===== src/hdl/sampler_pkg.sv =====
package sampler_pkg;

    // Bytes the host sends to the sampler
    localparam logic [7:0] CMD_ACK      = 8'h33;
    localparam logic [7:0] CMD_READ_ADC = 8'h9B;

    // SPI timing of one conversion on the ADC
    localparam int SCLK_DIV       = 4;
    localparam int ADC_FRAME_BITS = 16;
    localparam int ADC_WIDTH      = 12;

    // Counter widths for the SPI clock divider and the bit counter
    localparam int SCLK_CNT_W  = $clog2(SCLK_DIV);
    localparam int FRAME_CNT_W = $clog2(ADC_FRAME_BITS);

    typedef enum logic {
        OP_ACK  = 1'b0,
        OP_READ = 1'b1
    } cmd_op_t;

    // Decoded command strobe from the decoder to the SPI reader
    typedef struct packed {
        logic    valid;
        cmd_op_t op;
    } cmd_t;

    // Reply strobe to the serializer, value is zero for an acknowledgement
    typedef struct packed {
        logic                 valid;
        cmd_op_t              op;
        logic [ADC_WIDTH-1:0] value;
    } reply_t;

endpackage


===== src/hdl/uart_pkg.sv =====
package uart_pkg;

    // Clocks spent on each bit of a UART frame
    localparam int CLKS_PER_BIT = 4;

    // Width of the per-bit clock counter in both UART directions
    localparam int BIT_CNT_W = $clog2(CLKS_PER_BIT);

    // Start bit, eight data bits, even parity and stop bit
    localparam int FRAME_BITS = 11;

    // One received byte as it leaves the receiver
    typedef struct packed {
        logic       valid;
        logic [7:0] data;
        logic       parity_error;
    } rx_byte_t;

endpackage


===== src/hdl/adc_link_top.sv =====
`timescale 1ns/1ps

module adc_link_top (
    input  logic clk,
    input  logic rst,
    input  logic rx,
    input  logic adc_sdo,
    output logic tx,
    output logic adc_cs,
    output logic adc_sclk,
    output logic link_up
);
    import uart_pkg::*;
    import sampler_pkg::*;

    rx_byte_t   rx_byte;
    cmd_t       cmd;
    reply_t     reply;
    logic [7:0] tx_data;
    logic       tx_start;
    logic       tx_busy;

    uart_rx receiver (
        .clk     (clk),
        .rst     (rst),
        .rx      (rx),
        .rx_byte (rx_byte)
    );

    command_decoder decoder (
        .clk     (clk),
        .rst     (rst),
        .rx_byte (rx_byte),
        .cmd     (cmd),
        .link_up (link_up)
    );

    adc_spi_reader adc_reader (
        .clk      (clk),
        .rst      (rst),
        .cmd      (cmd),
        .adc_sdo  (adc_sdo),
        .adc_cs   (adc_cs),
        .adc_sclk (adc_sclk),
        .reply    (reply)
    );

    reply_serializer serializer (
        .clk      (clk),
        .rst      (rst),
        .reply    (reply),
        .tx_busy  (tx_busy),
        .tx_data  (tx_data),
        .tx_start (tx_start)
    );

    // tx_busy is the only signal running back up the chain
    uart_tx transmitter (
        .clk      (clk),
        .rst      (rst),
        .tx_data  (tx_data),
        .tx_start (tx_start),
        .tx       (tx),
        .tx_busy  (tx_busy)
    );

endmodule


===== src/hdl/adc_spi_reader.sv =====
`timescale 1ns/1ps

module adc_spi_reader (
    input  logic                clk,
    input  logic                rst,
    input  sampler_pkg::cmd_t   cmd,
    input  logic                adc_sdo,
    output logic                adc_cs,
    output logic                adc_sclk,
    output sampler_pkg::reply_t reply
);
    import sampler_pkg::*;

    typedef enum logic {
        SPI_IDLE,
        SPI_CONV
    } spi_state_t;

    spi_state_t             state;
    logic [SCLK_CNT_W-1:0]  div_cnt;
    logic [FRAME_CNT_W-1:0] bit_cnt;
    logic [ADC_WIDTH-1:0]   shift;

    always_ff @(posedge clk) begin
        if (rst) begin
            state       <= SPI_IDLE;
            adc_cs      <= 1'b1;
            adc_sclk    <= 1'b1;
            div_cnt     <= '0;
            bit_cnt     <= '0;
            reply.valid <= 1'b0;
        end else begin
            reply.valid <= 1'b0;
            case (state)
                SPI_IDLE: begin
                    if (cmd.valid && cmd.op == OP_ACK) begin
                        reply.valid <= 1'b1;
                        reply.op    <= OP_ACK;
                        reply.value <= '0;
                    end else if (cmd.valid && cmd.op == OP_READ) begin
                        state   <= SPI_CONV;
                        adc_cs  <= 1'b0;
                        div_cnt <= '0;
                        bit_cnt <= '0;
                    end
                end
                SPI_CONV: begin
                    // Commands arriving mid-conversion are dropped
                    div_cnt <= div_cnt + 1'b1;
                    if (div_cnt == '0) begin
                        adc_sclk <= 1'b0;
                    end
                    if (div_cnt == SCLK_CNT_W'(SCLK_DIV / 2)) begin
                        adc_sclk <= 1'b1;
                        // The four leading zeros shift out of the top on their own
                        shift    <= {shift[ADC_WIDTH-2:0], adc_sdo};
                    end
                    if (div_cnt == SCLK_CNT_W'(SCLK_DIV - 1)) begin
                        div_cnt <= '0;
                        if (bit_cnt == FRAME_CNT_W'(ADC_FRAME_BITS - 1)) begin
                            state       <= SPI_IDLE;
                            adc_cs      <= 1'b1;
                            reply.valid <= 1'b1;
                            reply.op    <= OP_READ;
                            reply.value <= shift;
                        end else begin
                            bit_cnt <= bit_cnt + 1'b1;
                        end
                    end
                end
                default: begin
                    state <= SPI_IDLE;
                end
            endcase
        end
    end

    // The serial clock only moves inside a chip-select window
    assert property (@(posedge clk) disable iff (rst) adc_cs |-> adc_sclk);

    // Read replies leave together with the release of chip select
    assert property (@(posedge clk) disable iff (rst)
        (reply.valid && reply.op == OP_READ) |-> $rose(adc_cs));

endmodule


===== src/hdl/command_decoder.sv =====
`timescale 1ns/1ps

module command_decoder (
    input  logic               clk,
    input  logic               rst,
    input  uart_pkg::rx_byte_t rx_byte,
    output sampler_pkg::cmd_t  cmd,
    output logic               link_up
);
    import sampler_pkg::*;

    logic byte_ok;
    logic is_ack;
    logic is_read;

    // Bytes that failed the parity check are treated as if never received
    assign byte_ok = rx_byte.valid && !rx_byte.parity_error;
    assign is_ack  = byte_ok && (rx_byte.data == CMD_ACK);

    // A read request counts only once the host has opened the link
    assign is_read = byte_ok && (rx_byte.data == CMD_READ_ADC) && link_up;

    always_ff @(posedge clk) begin
        if (rst) begin
            cmd.valid <= 1'b0;
            link_up   <= 1'b0;
        end else begin
            cmd.valid <= 1'b0;
            if (is_ack) begin
                cmd.valid <= 1'b1;
                cmd.op    <= OP_ACK;
                // The link stays up until the next reset
                link_up   <= 1'b1;
            end else if (is_read) begin
                cmd.valid <= 1'b1;
                cmd.op    <= OP_READ;
            end
        end
    end

endmodule


===== src/hdl/reply_serializer.sv =====
`timescale 1ns/1ps

module reply_serializer (
    input  logic                clk,
    input  logic                rst,
    input  sampler_pkg::reply_t reply,
    input  logic                tx_busy,
    output logic [7:0]          tx_data,
    output logic                tx_start
);
    import sampler_pkg::*;

    logic [1:0] pending;
    logic [7:0] next_byte;
    logic [7:0] last_byte;

    always_ff @(posedge clk) begin
        if (rst) begin
            pending  <= 2'd0;
            tx_start <= 1'b0;
        end else begin
            tx_start <= 1'b0;
            if (pending == 2'd0) begin
                if (reply.valid && reply.op == OP_ACK) begin
                    next_byte <= CMD_ACK;
                    pending   <= 2'd1;
                end else if (reply.valid) begin
                    // High byte pads the upper value bits with zeros
                    next_byte <= {{(16 - ADC_WIDTH){1'b0}}, reply.value[ADC_WIDTH-1:8]};
                    last_byte <= reply.value[7:0];
                    pending   <= 2'd2;
                end
            end else if (!tx_busy && !tx_start) begin
                // tx_busy rises one cycle after tx_start, so hold off for that cycle
                tx_start  <= 1'b1;
                tx_data   <= next_byte;
                next_byte <= last_byte;
                pending   <= pending - 1'b1;
            end
        end
    end

    // Only an idle transmitter is ever started
    assert property (@(posedge clk) disable iff (rst) !(tx_start && tx_busy));

endmodule


===== src/hdl/uart_rx.sv =====
`timescale 1ns/1ps

module uart_rx (
    input  logic               clk,
    input  logic               rst,
    input  logic               rx,
    output uart_pkg::rx_byte_t rx_byte
);
    import uart_pkg::*;

    typedef enum logic [2:0] {
        RX_IDLE,
        RX_START,
        RX_DATA,
        RX_PARITY,
        RX_STOP
    } rx_state_t;

    rx_state_t            state;
    logic [1:0]           rx_sync;
    logic [BIT_CNT_W-1:0] clk_cnt;
    logic [2:0]           bit_idx;
    logic [7:0]           shift;
    logic                 parity_bit;
    logic                 bit_end;

    // Two flops bring the pin into the clock domain, rx_sync[1] is the clean copy
    always_ff @(posedge clk) begin
        if (rst) begin
            rx_sync <= 2'b11;
        end else begin
            rx_sync <= {rx_sync[0], rx};
        end
    end

    // Starting from the mid-point of the start bit, every full count is mid-bit again
    assign bit_end = (clk_cnt == BIT_CNT_W'(CLKS_PER_BIT - 1));

    always_ff @(posedge clk) begin
        if (rst) begin
            state         <= RX_IDLE;
            clk_cnt       <= '0;
            bit_idx       <= '0;
            rx_byte.valid <= 1'b0;
        end else begin
            rx_byte.valid <= 1'b0;
            clk_cnt       <= clk_cnt + 1'b1;
            case (state)
                RX_IDLE: begin
                    clk_cnt <= '0;
                    // Falling edge seen as the low level enters the second flop
                    if (rx_sync[1] && !rx_sync[0]) begin
                        state <= RX_START;
                    end
                end
                RX_START: begin
                    if (clk_cnt == BIT_CNT_W'(CLKS_PER_BIT / 2)) begin
                        clk_cnt <= '0;
                        bit_idx <= '0;
                        // A glitch that is high again by mid-bit is not a start bit
                        state   <= rx_sync[1] ? RX_IDLE : RX_DATA;
                    end
                end
                RX_DATA: begin
                    if (bit_end) begin
                        clk_cnt <= '0;
                        shift   <= {rx_sync[1], shift[7:1]};
                        bit_idx <= bit_idx + 1'b1;
                        if (bit_idx == 3'd7) begin
                            state <= RX_PARITY;
                        end
                    end
                end
                RX_PARITY: begin
                    if (bit_end) begin
                        clk_cnt    <= '0;
                        parity_bit <= rx_sync[1];
                        state      <= RX_STOP;
                    end
                end
                RX_STOP: begin
                    if (bit_end) begin
                        state <= RX_IDLE;
                        // Frames with a low stop bit never leave the receiver
                        if (rx_sync[1]) begin
                            rx_byte.valid        <= 1'b1;
                            rx_byte.data         <= shift;
                            rx_byte.parity_error <= (^shift) != parity_bit;
                        end
                    end
                end
                default: begin
                    state <= RX_IDLE;
                end
            endcase
        end
    end

    // Downstream stages treat valid as a single-cycle event
    assert property (@(posedge clk) disable iff (rst) rx_byte.valid |=> !rx_byte.valid);

endmodule


===== src/hdl/uart_tx.sv =====
`timescale 1ns/1ps

module uart_tx (
    input  logic       clk,
    input  logic       rst,
    input  logic [7:0] tx_data,
    input  logic       tx_start,
    output logic       tx,
    output logic       tx_busy
);
    import uart_pkg::*;

    logic [FRAME_BITS-1:0] frame;
    logic [BIT_CNT_W-1:0]  clk_cnt;
    logic [3:0]            bit_idx;

    always_ff @(posedge clk) begin
        if (rst) begin
            tx      <= 1'b1;
            tx_busy <= 1'b0;
            clk_cnt <= '0;
            bit_idx <= '0;
        end else if (!tx_busy) begin
            if (tx_start) begin
                // Bits leave from the bottom, start bit first and stop bit last
                frame   <= {1'b1, ^tx_data, tx_data, 1'b0};
                tx      <= 1'b0;
                tx_busy <= 1'b1;
                clk_cnt <= '0;
                bit_idx <= '0;
            end
        end else begin
            clk_cnt <= clk_cnt + 1'b1;
            if (clk_cnt == BIT_CNT_W'(CLKS_PER_BIT - 1)) begin
                clk_cnt <= '0;
                if (bit_idx == 4'(FRAME_BITS - 1)) begin
                    // Stop bit done, the line simply stays high
                    tx_busy <= 1'b0;
                    tx      <= 1'b1;
                end else begin
                    bit_idx <= bit_idx + 1'b1;
                    frame   <= {1'b1, frame[FRAME_BITS-1:1]};
                    tx      <= frame[1];
                end
            end
        end
    end

endmodule


===== config.mk =====
export PLATFORM = sky130hd
export DESIGN_NAME = adc_link_top
export DESIGN_NICKNAME = d
export VERILOG_FILES = /design/src/hdl/sampler_pkg.sv /design/src/hdl/uart_pkg.sv /design/src/hdl/adc_link_top.sv /design/src/hdl/adc_spi_reader.sv /design/src/hdl/command_decoder.sv /design/src/hdl/reply_serializer.sv /design/src/hdl/uart_rx.sv /design/src/hdl/uart_tx.sv
export SDC_FILE = /design/constraint.sdc
export NUM_CORES = 1
export LEC_CHECK = 0
export ABC_AREA = 1
export BUFFER_PORTS_ARGS = -buffer_cell sky130_fd_sc_hd__buf_2
export CORE_AREA = 4 4 76 148
export DETAILED_ROUTE_END_ITERATION = 8
export DIE_AREA = 0 0 80 152
export MAX_ROUTING_LAYER = met4
export SLEW_MARGIN = 20
export SYNTH_ARGS = -nofsm -noshare
export SYNTH_HDL_FRONTEND = slang
export SYNTH_SLANG_ARGS = --single-unit

===== constraint.sdc =====
create_clock -name clk -period 2.54 [get_ports clk]
set_clock_uncertainty 0.05 [all_clocks]
set_input_delay 0.508 -clock clk [delete_from_list [all_inputs] [get_ports clk]]
set_output_delay 0.508 -clock clk [all_outputs]
set_load 0.01 [all_outputs]

## Word-level counts from Yosys, hierarchy flattened

Cells that the tools add are included.

- $mul: 0
- Divide/modulo/power cells: 0
- Equal/unequal tests: 30
- Bitwise gates (word level): 8
- Magnitude comparators: 0
- Reductions and logical operators: 45
- Multiplexer cells: 70
- Shift operators: 0
- Add/subtract/negate cells: 7

Operator list:

| operator | count |
|---|---|
| 11-bit 2-to-1 mux | 4 |
| 14-bit 2-to-1 mux | 3 |
| 4-bit 2-to-1 mux | 8 |
| 8-bit 2-to-1 mux | 4 |
| 2-bit 2-to-1 mux | 15 |
| 14-bit one-hot mux with 2 select lines | 1 |
| 3-bit 2-to-1 mux | 8 |
| 4-bit AND reduction | 6 |
| 3-bit AND reduction | 7 |
| 1-bit 2-to-1 mux | 19 |
| 2-bit by 1-bit inequality test with 1-bit output, second input constant | 8 |
| 8-bit XOR reduction | 2 |
| 3-bit one-hot mux with 5 select lines | 1 |
| 2-bit inequality test, second input constant | 6 |
| 2-bit equality test, second input constant | 5 |
| 10-bit 2-to-1 mux | 1 |
| 2-bit AND reduction | 5 |
| 2-bit nonzero test | 5 |
| 1-bit logical AND | 9 |
| 4-bit by 1-bit adder with 4-bit output, second input constant | 2 |
| 4-bit equality test, second input constant | 2 |
| 8-bit by 6-bit equality test with 1-bit output, second input constant | 1 |
| 8-bit equality test, second input constant | 1 |
| 1-bit NOT | 8 |
| 19 further kinds | 29 |

- Bits in read-only memories: 0
- Register bits: 113
- Bits in latches: 0
- Output and inout bits: 4
- Logic and storage cells: 191
- Memories kept: 0
- Input port bits: 4
- RAM bits: 0

## Logic depth before layout (Yosys ltp)

Gate-level depths: netlist (run 1).

- Depth in word-level cells: 6
- Depth in mapped cells: 10
- Gate-level depth less buffers: 10

## Hierarchy

Synthesis (run 1) repeated with hierarchy kept, for this count alone.

- Cells, all modules: 503
- Area total of the unflattened synthesis: 5058.6 sq um

By module, submodules not included:

| module | sequential area each (sq um) | area an instance (sq um) | times used | cells an instance |
|---|---|---|---|---|
| adc_spi_reader | 950.9 | 1521.5 | 1 | 133 |
| uart_rx | 760.7 | 1330.0 | 1 | 134 |
| uart_tx | 430.4 | 1012.2 | 1 | 130 |
| reply_serializer | 780.7 | 1007.2 | 1 | 79 |
| command_decoder | 70.1 | 187.7 | 1 | 27 |

## Least setup slack after synthesis (run 1)

OpenSTA, ideal clock, no wires.

- Kind: register to register
- Start: register adc_reader.bit_cnt[0]
- End: register adc_reader.reply[0] (netlist name)
- Data required time: 2.103 ns
- Path slack: 0.467 ns
- Arrival time: 1.635 ns
- Buffers on the path: 0
- Library setup time: 0.387 ns
- Stages on the path, launching flop included: 8
- Clock period less this slack: 2.073 ns
- Cells stage by stage: dfxtp_1 > ha_1 > nand2_1 > inv_1 > nand3_2 > nor2_2 > inv_2 > a21oi_1

- Longest elaborated chain between the ends: 3

Ends and longest elaborated chain:

| element | line | source |
|---|---|---|
| start, declared | adc_spi_reader.sv:21 | `logic [FRAME_CNT_W-1:0] bit_cnt;` |
| start signal, assigned | adc_spi_reader.sv:67 | `bit_cnt <= bit_cnt + 1'b1;` |
| 4-bit equality test | adc_spi_reader.sv:60 | `if (bit_cnt == FRAME_CNT_W'(ADC_FRAME_BITS - 1)) begin` |
| 2-bit inequality test (no line) | n/a |  |
| 4-bit AND reduction (no line) | n/a |  |

No other way between the ends.
A chain may end at the register's enable or synchronous reset.

## Worst setup path after layout (run 1)

- Start: register transmitter.tx_busy
- End: register serializer.next_byte[0], enable pin

- Longest elaborated chain between the ends: 4

Ends and longest elaborated chain:

| element | line | source |
|---|---|---|
| start, declared | uart_tx.sv:9 | `output logic tx_busy` |
| start signal, assigned | uart_tx.sv:20 | `tx_busy <= 1'b0;` |
| start signal, assigned | uart_tx.sv:28 | `tx_busy <= 1'b1;` |
| start signal, assigned | uart_tx.sv:38 | `tx_busy <= 1'b0;` |
| 1-bit zero test | reply_serializer.sv:33 | `end else if (!tx_busy && !tx_start) begin` |
| 1-bit logical AND | reply_serializer.sv:33 |  |
| 2-bit nonzero test (no line) | n/a |  |
| 3-bit AND reduction (no line) | n/a |  |
| end signal, assigned | reply_serializer.sv:29 | `next_byte <= {{(16 - ADC_WIDTH){1'b0}}, reply.value[ADC_WIDTH-1:8]};` |
| end signal, assigned | reply_serializer.sv:37 | `next_byte <= last_byte;` |
| end, declared | reply_serializer.sv:14 | `logic [7:0] next_byte;` |

No other way between the ends.

==> impl_results.md, run 1 <==
- Status: finished, final reports clean
- Yosys reg bits: 111
- Global router's overall resource usage: 13.1%
- Post-Layout Cell Count: 583
- Area share of the leading cell type in the synthesized netlist: 50.8%
- Transition time at the pin with the least slew margin: 0.958 ns
- Clock tree from TritonCTS: done
- Most common cell in the synthesized netlist: nand2_1
- Most area-consuming cells after synthesis: edfxtp_1, dfxtp_1, nand2_1
- Warning count from the yosys run: 0
- Async set-reset flop share out of synthesis: 0%
- Clock tree root driver cell: clkbuf_16
- Floorplan die area: 12200 um^2
- Distinct cell type count after synthesis: 35
- Crit end category: flip-flop
- Number of buffers added to fix hold violations after cts: 0
- Critical path's most frequent cell: inv_1
- Non-Filler Cell Area, Final: 5030 um^2
- Number of placed instances with taps included: 567
- CP Cell Sequence: inv_1, nand2_1, inv_1, nand2_1, o21a_1, inv_1
- Total negative setup slack: 0 ns
- Highest net fanout along the worst path: 13
- Fraction of the cycle the final worst path needs: 76.6%
- Mapped Nets: 442
- Routed len/inst: 12.0 um
- Count of endpoints failing setup in the final report: 0
- Final Hold Violating Endpoints: 0
- Peak supply drop: 433 uV
- Share of post-route cells with drive strength above 1: 8.71%
- Wire length of the first global-routing pass: 12200 um
- Maximum clock insertion buffer count: 2
- Slew margin rel.: 35.9%
- Port-buffer cells: 7
- Number of detailed-route iterations in the first pass: 4
- Cell count after synthesis: 426
- Final total power: 3.52 mW
- Pins Over Slew Limit: 0
- Clock latency on the worst-skew pair: 0.34 ns
- Highest Clock Rate: 0.514 GHz
- Arrival time at the worst endpoint: 1.90 ns
- Final antenna diode count: 0
- Per-cell via count in the routed design: 4.75
- Area growth syn-to-layout: 10.4%
- Number of gates given a new drive strength after cts: 0
- Cts bufs inserted: 9
- Total via count in the routed design: 2769
- Max-Cap Viols: 0
- Reg clk slew, reported paths: 0.07 ns
- Standard cell area after detailed placement: 4750 um^2
- Kind of critical path: reg2reg
- Worst min-delay path category: in2reg
- Dominant synthesized flop cell: edfxtp_1
- Overflow left after global routing: 0
- Clock sink count: 111
- Post-Route Utilization: 49.5%
- Synth Area per Inst: 10.7 um^2
- Sum of routed wire length over all layers: 7010 um
- Chip height: 152 um
- Antenna-violating nets left: 0
- Number of primary I/O pins: 8
- P_leak: 1.98 nW
- Maximum number of pins on one net before global-route repair: 23
- Required time worst endpoint: 2.50 ns
- Initial antenna violation count: 0
- Initial DRC count: 142
- Startpoint Class: flip-flop
- Final layout net count: 459
- RSZ-0062 raised after global routing: no
- Netlist area before placement: 4560 um^2
- Final routed DRC violation total: 0
- Via count of the first global-routing pass: 2769
- Initial core utilization: 44.9%
- Setup repair bufs after CTS: 0
- Estimated wirelength of the detail-placed design: 5220 um
- Highest-delay cell along the critical path: dfxtp_1
- Placer congestion estimate: 0.779
- Dominant cell type by area after synthesis: edfxtp_1
- Number of flops mapped to enable cells by yosys: 77
- Maximum single-stage delay on the critical path: 0.43 ns
- Chip width: 80 um
- Share of the yosys chip area belonging to registers: 65.7%
- Core Area: 10100 um^2
- Number of levels in the clock H-tree: 3
- Total power density per cell area: 700 nW/um^2
- Std-Cell Rows: 52
- Min Clock Period, post-route: 1.95 ns
- Top cell types by occurrence after synthesis: nand2_1, edfxtp_1, inv_1
layout make-up:
| class | count | area [um^2] |
|---|---|---|
| clock buffer | 11 | 233 |
| clock inverter | 5 | 35.0 |
| fill | 951 | 5120 |
| inverter | 60 | 225 |
| multi-input combinational | 247 | 1280 |
| sequential | 111 | 2990 |
| tap | 135 | 169 |
| timing repair buffer | 14 | 87.6 |
kinds of logic after synthesis:
group,Yosys count,synth area share (%)
AOI/OAI and AO/OA,45,5.88
xor gates and xnor gates,11,2.11
adders and majority gates,12,3.30
buffers and inverters,68,6.21
DFF,111,65.7
and+or+nand+nor,179,16.8
metrics by stage:
stage	setup slack [ns]	hold WS (ns)
6_report	0.594	0.292
5_1_grt	0.374	0.274
4_1_cts	0.487	0.281
3_5_place_dp	0.358	0.355
3_3_place_gp	0.408	0.353
2_1_floorplan	0.467	0.350
critical path, delay by kind of cell, from the launching register on:
kind	cells	cell delay, ns
buf+inv	3	0.71
flops	1	0.43
compound gates	1	0.17
simple gates	2	0.26
layer usage:
layer	global-route usage (%)	share of wire, %
met5	-	0
met4	6.29	2.4
met3	2.55	1.7
met2	23.3	56
met1	13.3	40
final timing paths:
| path | from | slack [ns] | depth (start not counted) | to |
|---|---|---|---|---|
| setup / recovery | transmitter.tx_busy$_SDFF_PP0_ | 0.59 | 6 | serializer.next_byte[0]$_DFFE_PP_ |
| hold / removal | adc_sdo | 0.29 | 1 | adc_reader.shift[0]$_DFFE_PP_ |
| setup reg to reg | transmitter.tx_busy$_SDFF_PP0_ | 0.59 | 6 | serializer.next_byte[0]$_DFFE_PP_ |
| hold reg to reg | serializer.next_byte[0]$_DFFE_PP_ | 0.37 | 0 | serializer.tx_data[0]$_DFFE_PP_ |
power by group:
group          total [mW]  switching, mW  internal (mW)
logic               0.285          0.189         0.0960
registers            1.98         0.0415           1.94
clock network        1.26          0.591          0.665
total                3.52          0.822           2.70
layout by cell type (no fill, tap or decap), types with 3 or more instances in the layout:
master      n
a21oi_1    20
buf_2       7
buf_4       7
clkbuf_16   9
dfxtp_1    34
edfxtp_1   77
ha_1       12
inv_1      57
nand2_1    87
nand3_1    29
nand3b_1    3
nor2_1     46
nor3b_1     4
o211ai_1    3
o21ai_0     8
xnor2_1     9
state kept, by name, summed over array words and instances, names as in the netlist, 3 cells and up:
name	flops
receiver.shift	8
serializer.last_byte	8
receiver.rx_byte	10
receiver.bit_idx	3
adc_reader.reply	14
receiver.state	3
serializer.tx_data	8
adc_reader.bit_cnt	4
serializer.next_byte	8
transmitter.frame	9
adc_reader.shift	12
transmitter.bit_idx	4
No activity file was read; power rests on OpenSTA's default activity.
==> inputs of run 2 (changes only) <==
--- a/config.mk
+++ b/config.mk
@@ -5,11 +5,11 @@
 export SDC_FILE = /design/constraint.sdc
 export NUM_CORES = 1
 export LEC_CHECK = 0
-export ABC_AREA = 1
+export ABC_AREA = 0
 export BUFFER_PORTS_ARGS = -buffer_cell sky130_fd_sc_hd__buf_2
-export CORE_AREA = 4 4 76 148
+export CORE_AREA = 4 4 75 147
 export DETAILED_ROUTE_END_ITERATION = 8
-export DIE_AREA = 0 0 80 152
+export DIE_AREA = 0 0 79 151
 export MAX_ROUTING_LAYER = met4
 export SLEW_MARGIN = 20
 export SYNTH_ARGS = -nofsm -noshare
==> constraint.sdc (replaced) <==
create_clock -name clk -period 1.75 [get_ports clk]
set_clock_uncertainty 0.05 [all_clocks]
set_input_delay 0.35 -clock clk [delete_from_list [all_inputs] [get_ports clk]]
set_output_delay 0.35 -clock clk [all_outputs]
set_load 0.01 [all_outputs]
==> run 2 against run 1 <==
Sequential share of layout area fell by 1.6 points. Die area shrank 1.9%. Synthesized cell count down 22%. Global-route usage increased by 0.18 points. Critical path depth did not move. Combinational power decreased by 76%. Sequential power rose by 40%. Worst setup slack lost 0.49 ns. Register-to-register slack worse by 0.49 ns. Critical endpoint is now receiver.state[1]$_SDFFE_PP0P_. Largest cell class unchanged.
==> impl_results.md, run 2 <==
- Estimated wirelength of the detail-placed design: 5050 um (-3.3%)
- Clock latency on the worst-skew pair: 0.35 ns (about the same)
- Number of flops mapped to enable cells by yosys: 77 (unchanged)
- Final Hold Violating Endpoints: 0 (unchanged)
- Routed len/inst: 13.7 um (+14%)
- Post-Route Utilization: 51.6% (+2.1 points)
- Pins Over Slew Limit: 0 (unchanged)
- Global router's overall resource usage: 13.3% (+0.18 points)
- Initial DRC count: 120 (-15%)
- Pre-CTS WS: -0.0227 ns (-0.381 ns)
- Highest Clock Rate: 0.607 GHz (+18%)
- Required time worst endpoint: 1.95 ns (-0.55 ns)
- Number of levels in the clock H-tree: 3 (unchanged)
- Cts bufs inserted: 9 (unchanged)
- Slew margin rel.: 66.3% (+30 points)
- Reg clk slew, reported paths: 0.08 ns (about the same)
- Clock sink count: 111 (unchanged)
- Worst min-delay path category: in2reg
- Maximum single-stage delay on the critical path: 0.38 ns (-0.05 ns)
- Worst path bufs/invs: 1 (-2)
- Initial core utilization: 44.4% (-0.49 points)
- Final layout net count: 379 (-17%)
- Register with the most flip-flops: adc_reader.reply
- Dominant synthesized flop cell: edfxtp_1
- Most area-consuming cells after synthesis: edfxtp_1, dfxtp_1, ha_1
- Largest delay share family, worst path: simple AND/OR/NAND/NOR gates
- Std-Cell Rows: 52 (unchanged)
- Most common cell after layout, fill and taps aside: edfxtp_1
- Yosys reg bits: 111 (unchanged)
- Antenna-violating nets left: 0 (unchanged)
- Non-Filler Cell Area, Final: 5170 um^2 (+2.9%)
- Count of endpoints failing setup in the final report: 0 (unchanged)
- Standard cell area after detailed placement: 4810 um^2 (+1.2%)
- Most common cell in the synthesized netlist: edfxtp_1
- Status: finished, final reports clean
- Clock tree from TritonCTS: done
- P_leak: 1.79 nW (-9.4%)
- Chip width: 79 um (-1.3%)
- Port-buffer cells: 7 (unchanged)
- Startpoint Class: flip-flop
- Area share of the leading cell type in the synthesized netlist: 52.0% (+1.2 points)
- Highest net fanout along the worst path: 3 (-10)
- Final-layout worst hold slack: 0.121 ns (-0.171 ns)
- Post-Layout Cell Count: 503 (-14%)
- Count of filler cells inserted in the layout: 907 (-4.6%)
- Sum of routed wire length over all layers: 6870 um (-2.1%)
- Number of placed instances with taps included: 486 (-14%)
- Overflow left after global routing: 0 (unchanged)
- Share of the yosys chip area belonging to registers: 67.3% (+1.6 points)
- Cell count after synthesis: 332 (-22%)
- Placer congestion estimate: 0.772 (-0.90%)
- Min Clock Period, post-route: 1.65 ns (-0.299 ns)
- Peak supply drop: 551 uV (+27%)
- Total power density per cell area: 965 nW/um^2 (+38%)
- Arrival time at the worst endpoint: 1.84 ns (-0.06 ns)
- Kind of critical path: reg2reg
- Fraction of the cycle the final worst path needs: 94.1% (+17 points)
- Netlist area before placement: 4450 um^2 (-2.4%)
- Mapped Nets: 348 (-21%)
- Dominant cell type by area after synthesis: edfxtp_1
- Area growth syn-to-layout: 16.3%
- CP Cell Sequence: inv_1, ha_2, nor3b_1, o21ba_1, or3_1, o41ai_2
- Synth Area per Inst: 13.4 um^2 (+25%)
- Number of detailed-route iterations in the first pass: 4 (unchanged)
- Crit end category: flip-flop
- Number of buffers added to fix hold violations after cts: 0 (unchanged)
- Top library cells by usage in the layout, fill and taps aside: edfxtp_1, dfxtp_1, nor2_1, buf_4, a21oi_1
- Core Area: 10000 um^2 (-1.3%)
- Maximum clock insertion buffer count: 2 (unchanged)
- Share of post-route cells with drive strength above 1: 19.3% (+11 points)
- Per-cell via count in the routed design: 5.09 (+7.2%)
- Highest-delay cell along the critical path: or3_1
- Max-Cap Viols: 0 (unchanged)
- Clock tree root driver cell: clkbuf_16
- Wire length of the first global-routing pass: 11800 um (-2.8%)
- Warning count from the yosys run: 0 (unchanged)
- Total via count in the routed design: 2561 (-7.5%)
- Number of primary I/O pins: 8 (unchanged)
- Floorplan die area: 11900 um^2 (-1.9%)
- Final antenna diode count: 0 (unchanged)
- Flip-flop count of the largest register, all copies and words added: 14 (unchanged)
- Top cell types by occurrence after synthesis: edfxtp_1, dfxtp_1, nor2_1
- Transition time at the pin with the least slew margin: 0.506 ns (-0.452 ns)
- Worst reg2reg startpoint: receiver.clk_cnt[0]$_SDFF_PP0_
- Largest registers: adc_reader.reply: 14 flops, adc_reader.shift: 12 flops, receiver.rx_byte: 10 flops
- Distinct cell type count after synthesis: 49 (+40%)
- Launch point of the worst hold path: adc_sdo
- Final setup margin: 0.103 ns (-0.491 ns)
- Async set-reset flop share out of synthesis: 0% (unchanged)
- Chip height: 151 um (-0.66%)
- Initial antenna violation count: 0 (unchanged)
- Maximum number of pins on one net before global-route repair: 23 (unchanged)
- Crit path launch: receiver.clk_cnt[0]$_SDFF_PP0_
- Via count of the first global-routing pass: 2615 (-5.6%)
- RSZ-0062 raised after global routing: no
- Final routed DRC violation total: 0 (unchanged)
==> run 2: routing by layer <==
metal | part of all wire [%] | vias to the layer above | global-route usage [%]
li1 | - | 1284 | -
met1 | 38 | 1239 | 13.1
met2 | 57 | 25 | 24.0
met3 | 2.6 | 13 | 3.33
met4 | 2.3 | 0 | 6.20
met5 | 0 | - | -
==> run 2: through the flow <==
step	power [mW]	setup TNS, ns
floorplan	2.88	0
finish	4.99	0
detailed placement	2.91	-0.200
CTS	5.06	0
global route	5.17	0
global placement	2.90	0
==> run 2: worst paths after layout <==
| kind | end | cells past startpoint | slack (ns) |
|---|---|---|---|
| worst max-delay path | receiver.state[1]$_SDFFE_PP0P_ | 6 | 0.10 |
| worst min-delay path | adc_reader.shift[0]$_DFFE_PP_ | 1 | 0.12 |
| worst max register to register | receiver.state[1]$_SDFFE_PP0P_ | 6 | 0.10 |
| worst min register to register | serializer.last_byte[7]$_DFFE_PP_ | 0 | 0.37 |
==> run 2: final cells by class <==
cell class                 instances  area [um^2]  area share, %
timing repair buffer              32          248           4.79
clock inverter                     7         97.6           1.89
inverter                           7         26.3          0.508
multi-input combinational        202         1410           27.3
sequential                       111         2990           57.9
tap                              135          169           3.27
clock buffer                       9          225           4.36
==> run 2: worst register-to-register path, cell delays in order, from the launching register on <==
cell	delay, ns
dfxtp_1	0.34
inv_1	0.11
ha_2	0.21
nor3b_1	0.05
o21ba_1	0.20
or3_1	0.38
o41ai_2	0.20
==> run 2: what timing repair did <==
item / CTS / global route
endpoints found under the hold margin: 0 / 0
pin swaps: 0 / 2
setup buffers: 0 / 1
endpoints found under the setup margin: 9 / 23
resized for setup: 1 / 7
==> run 2: logic make-up (layout without fill, tap and decap cells) <==
family	count (synthesis)	count (layout)	share of synthesized area (%)
mux	11	11	2.70
compound gates	53	53	7.88
xor+xnor	16	16	3.15
flops	111	111	67.3
buf+inv	19	55	1.66
fa+ha+maj	12	12	3.38
simple gates	110	110	14.0
==> run 2: power by group <==
group | switching, mW | internal (mW)
registers | 0.00671 | 2.77
clock network | 0.984 | 1.16
logic | 0.0382 | 0.0293
total | 1.03 | 3.96
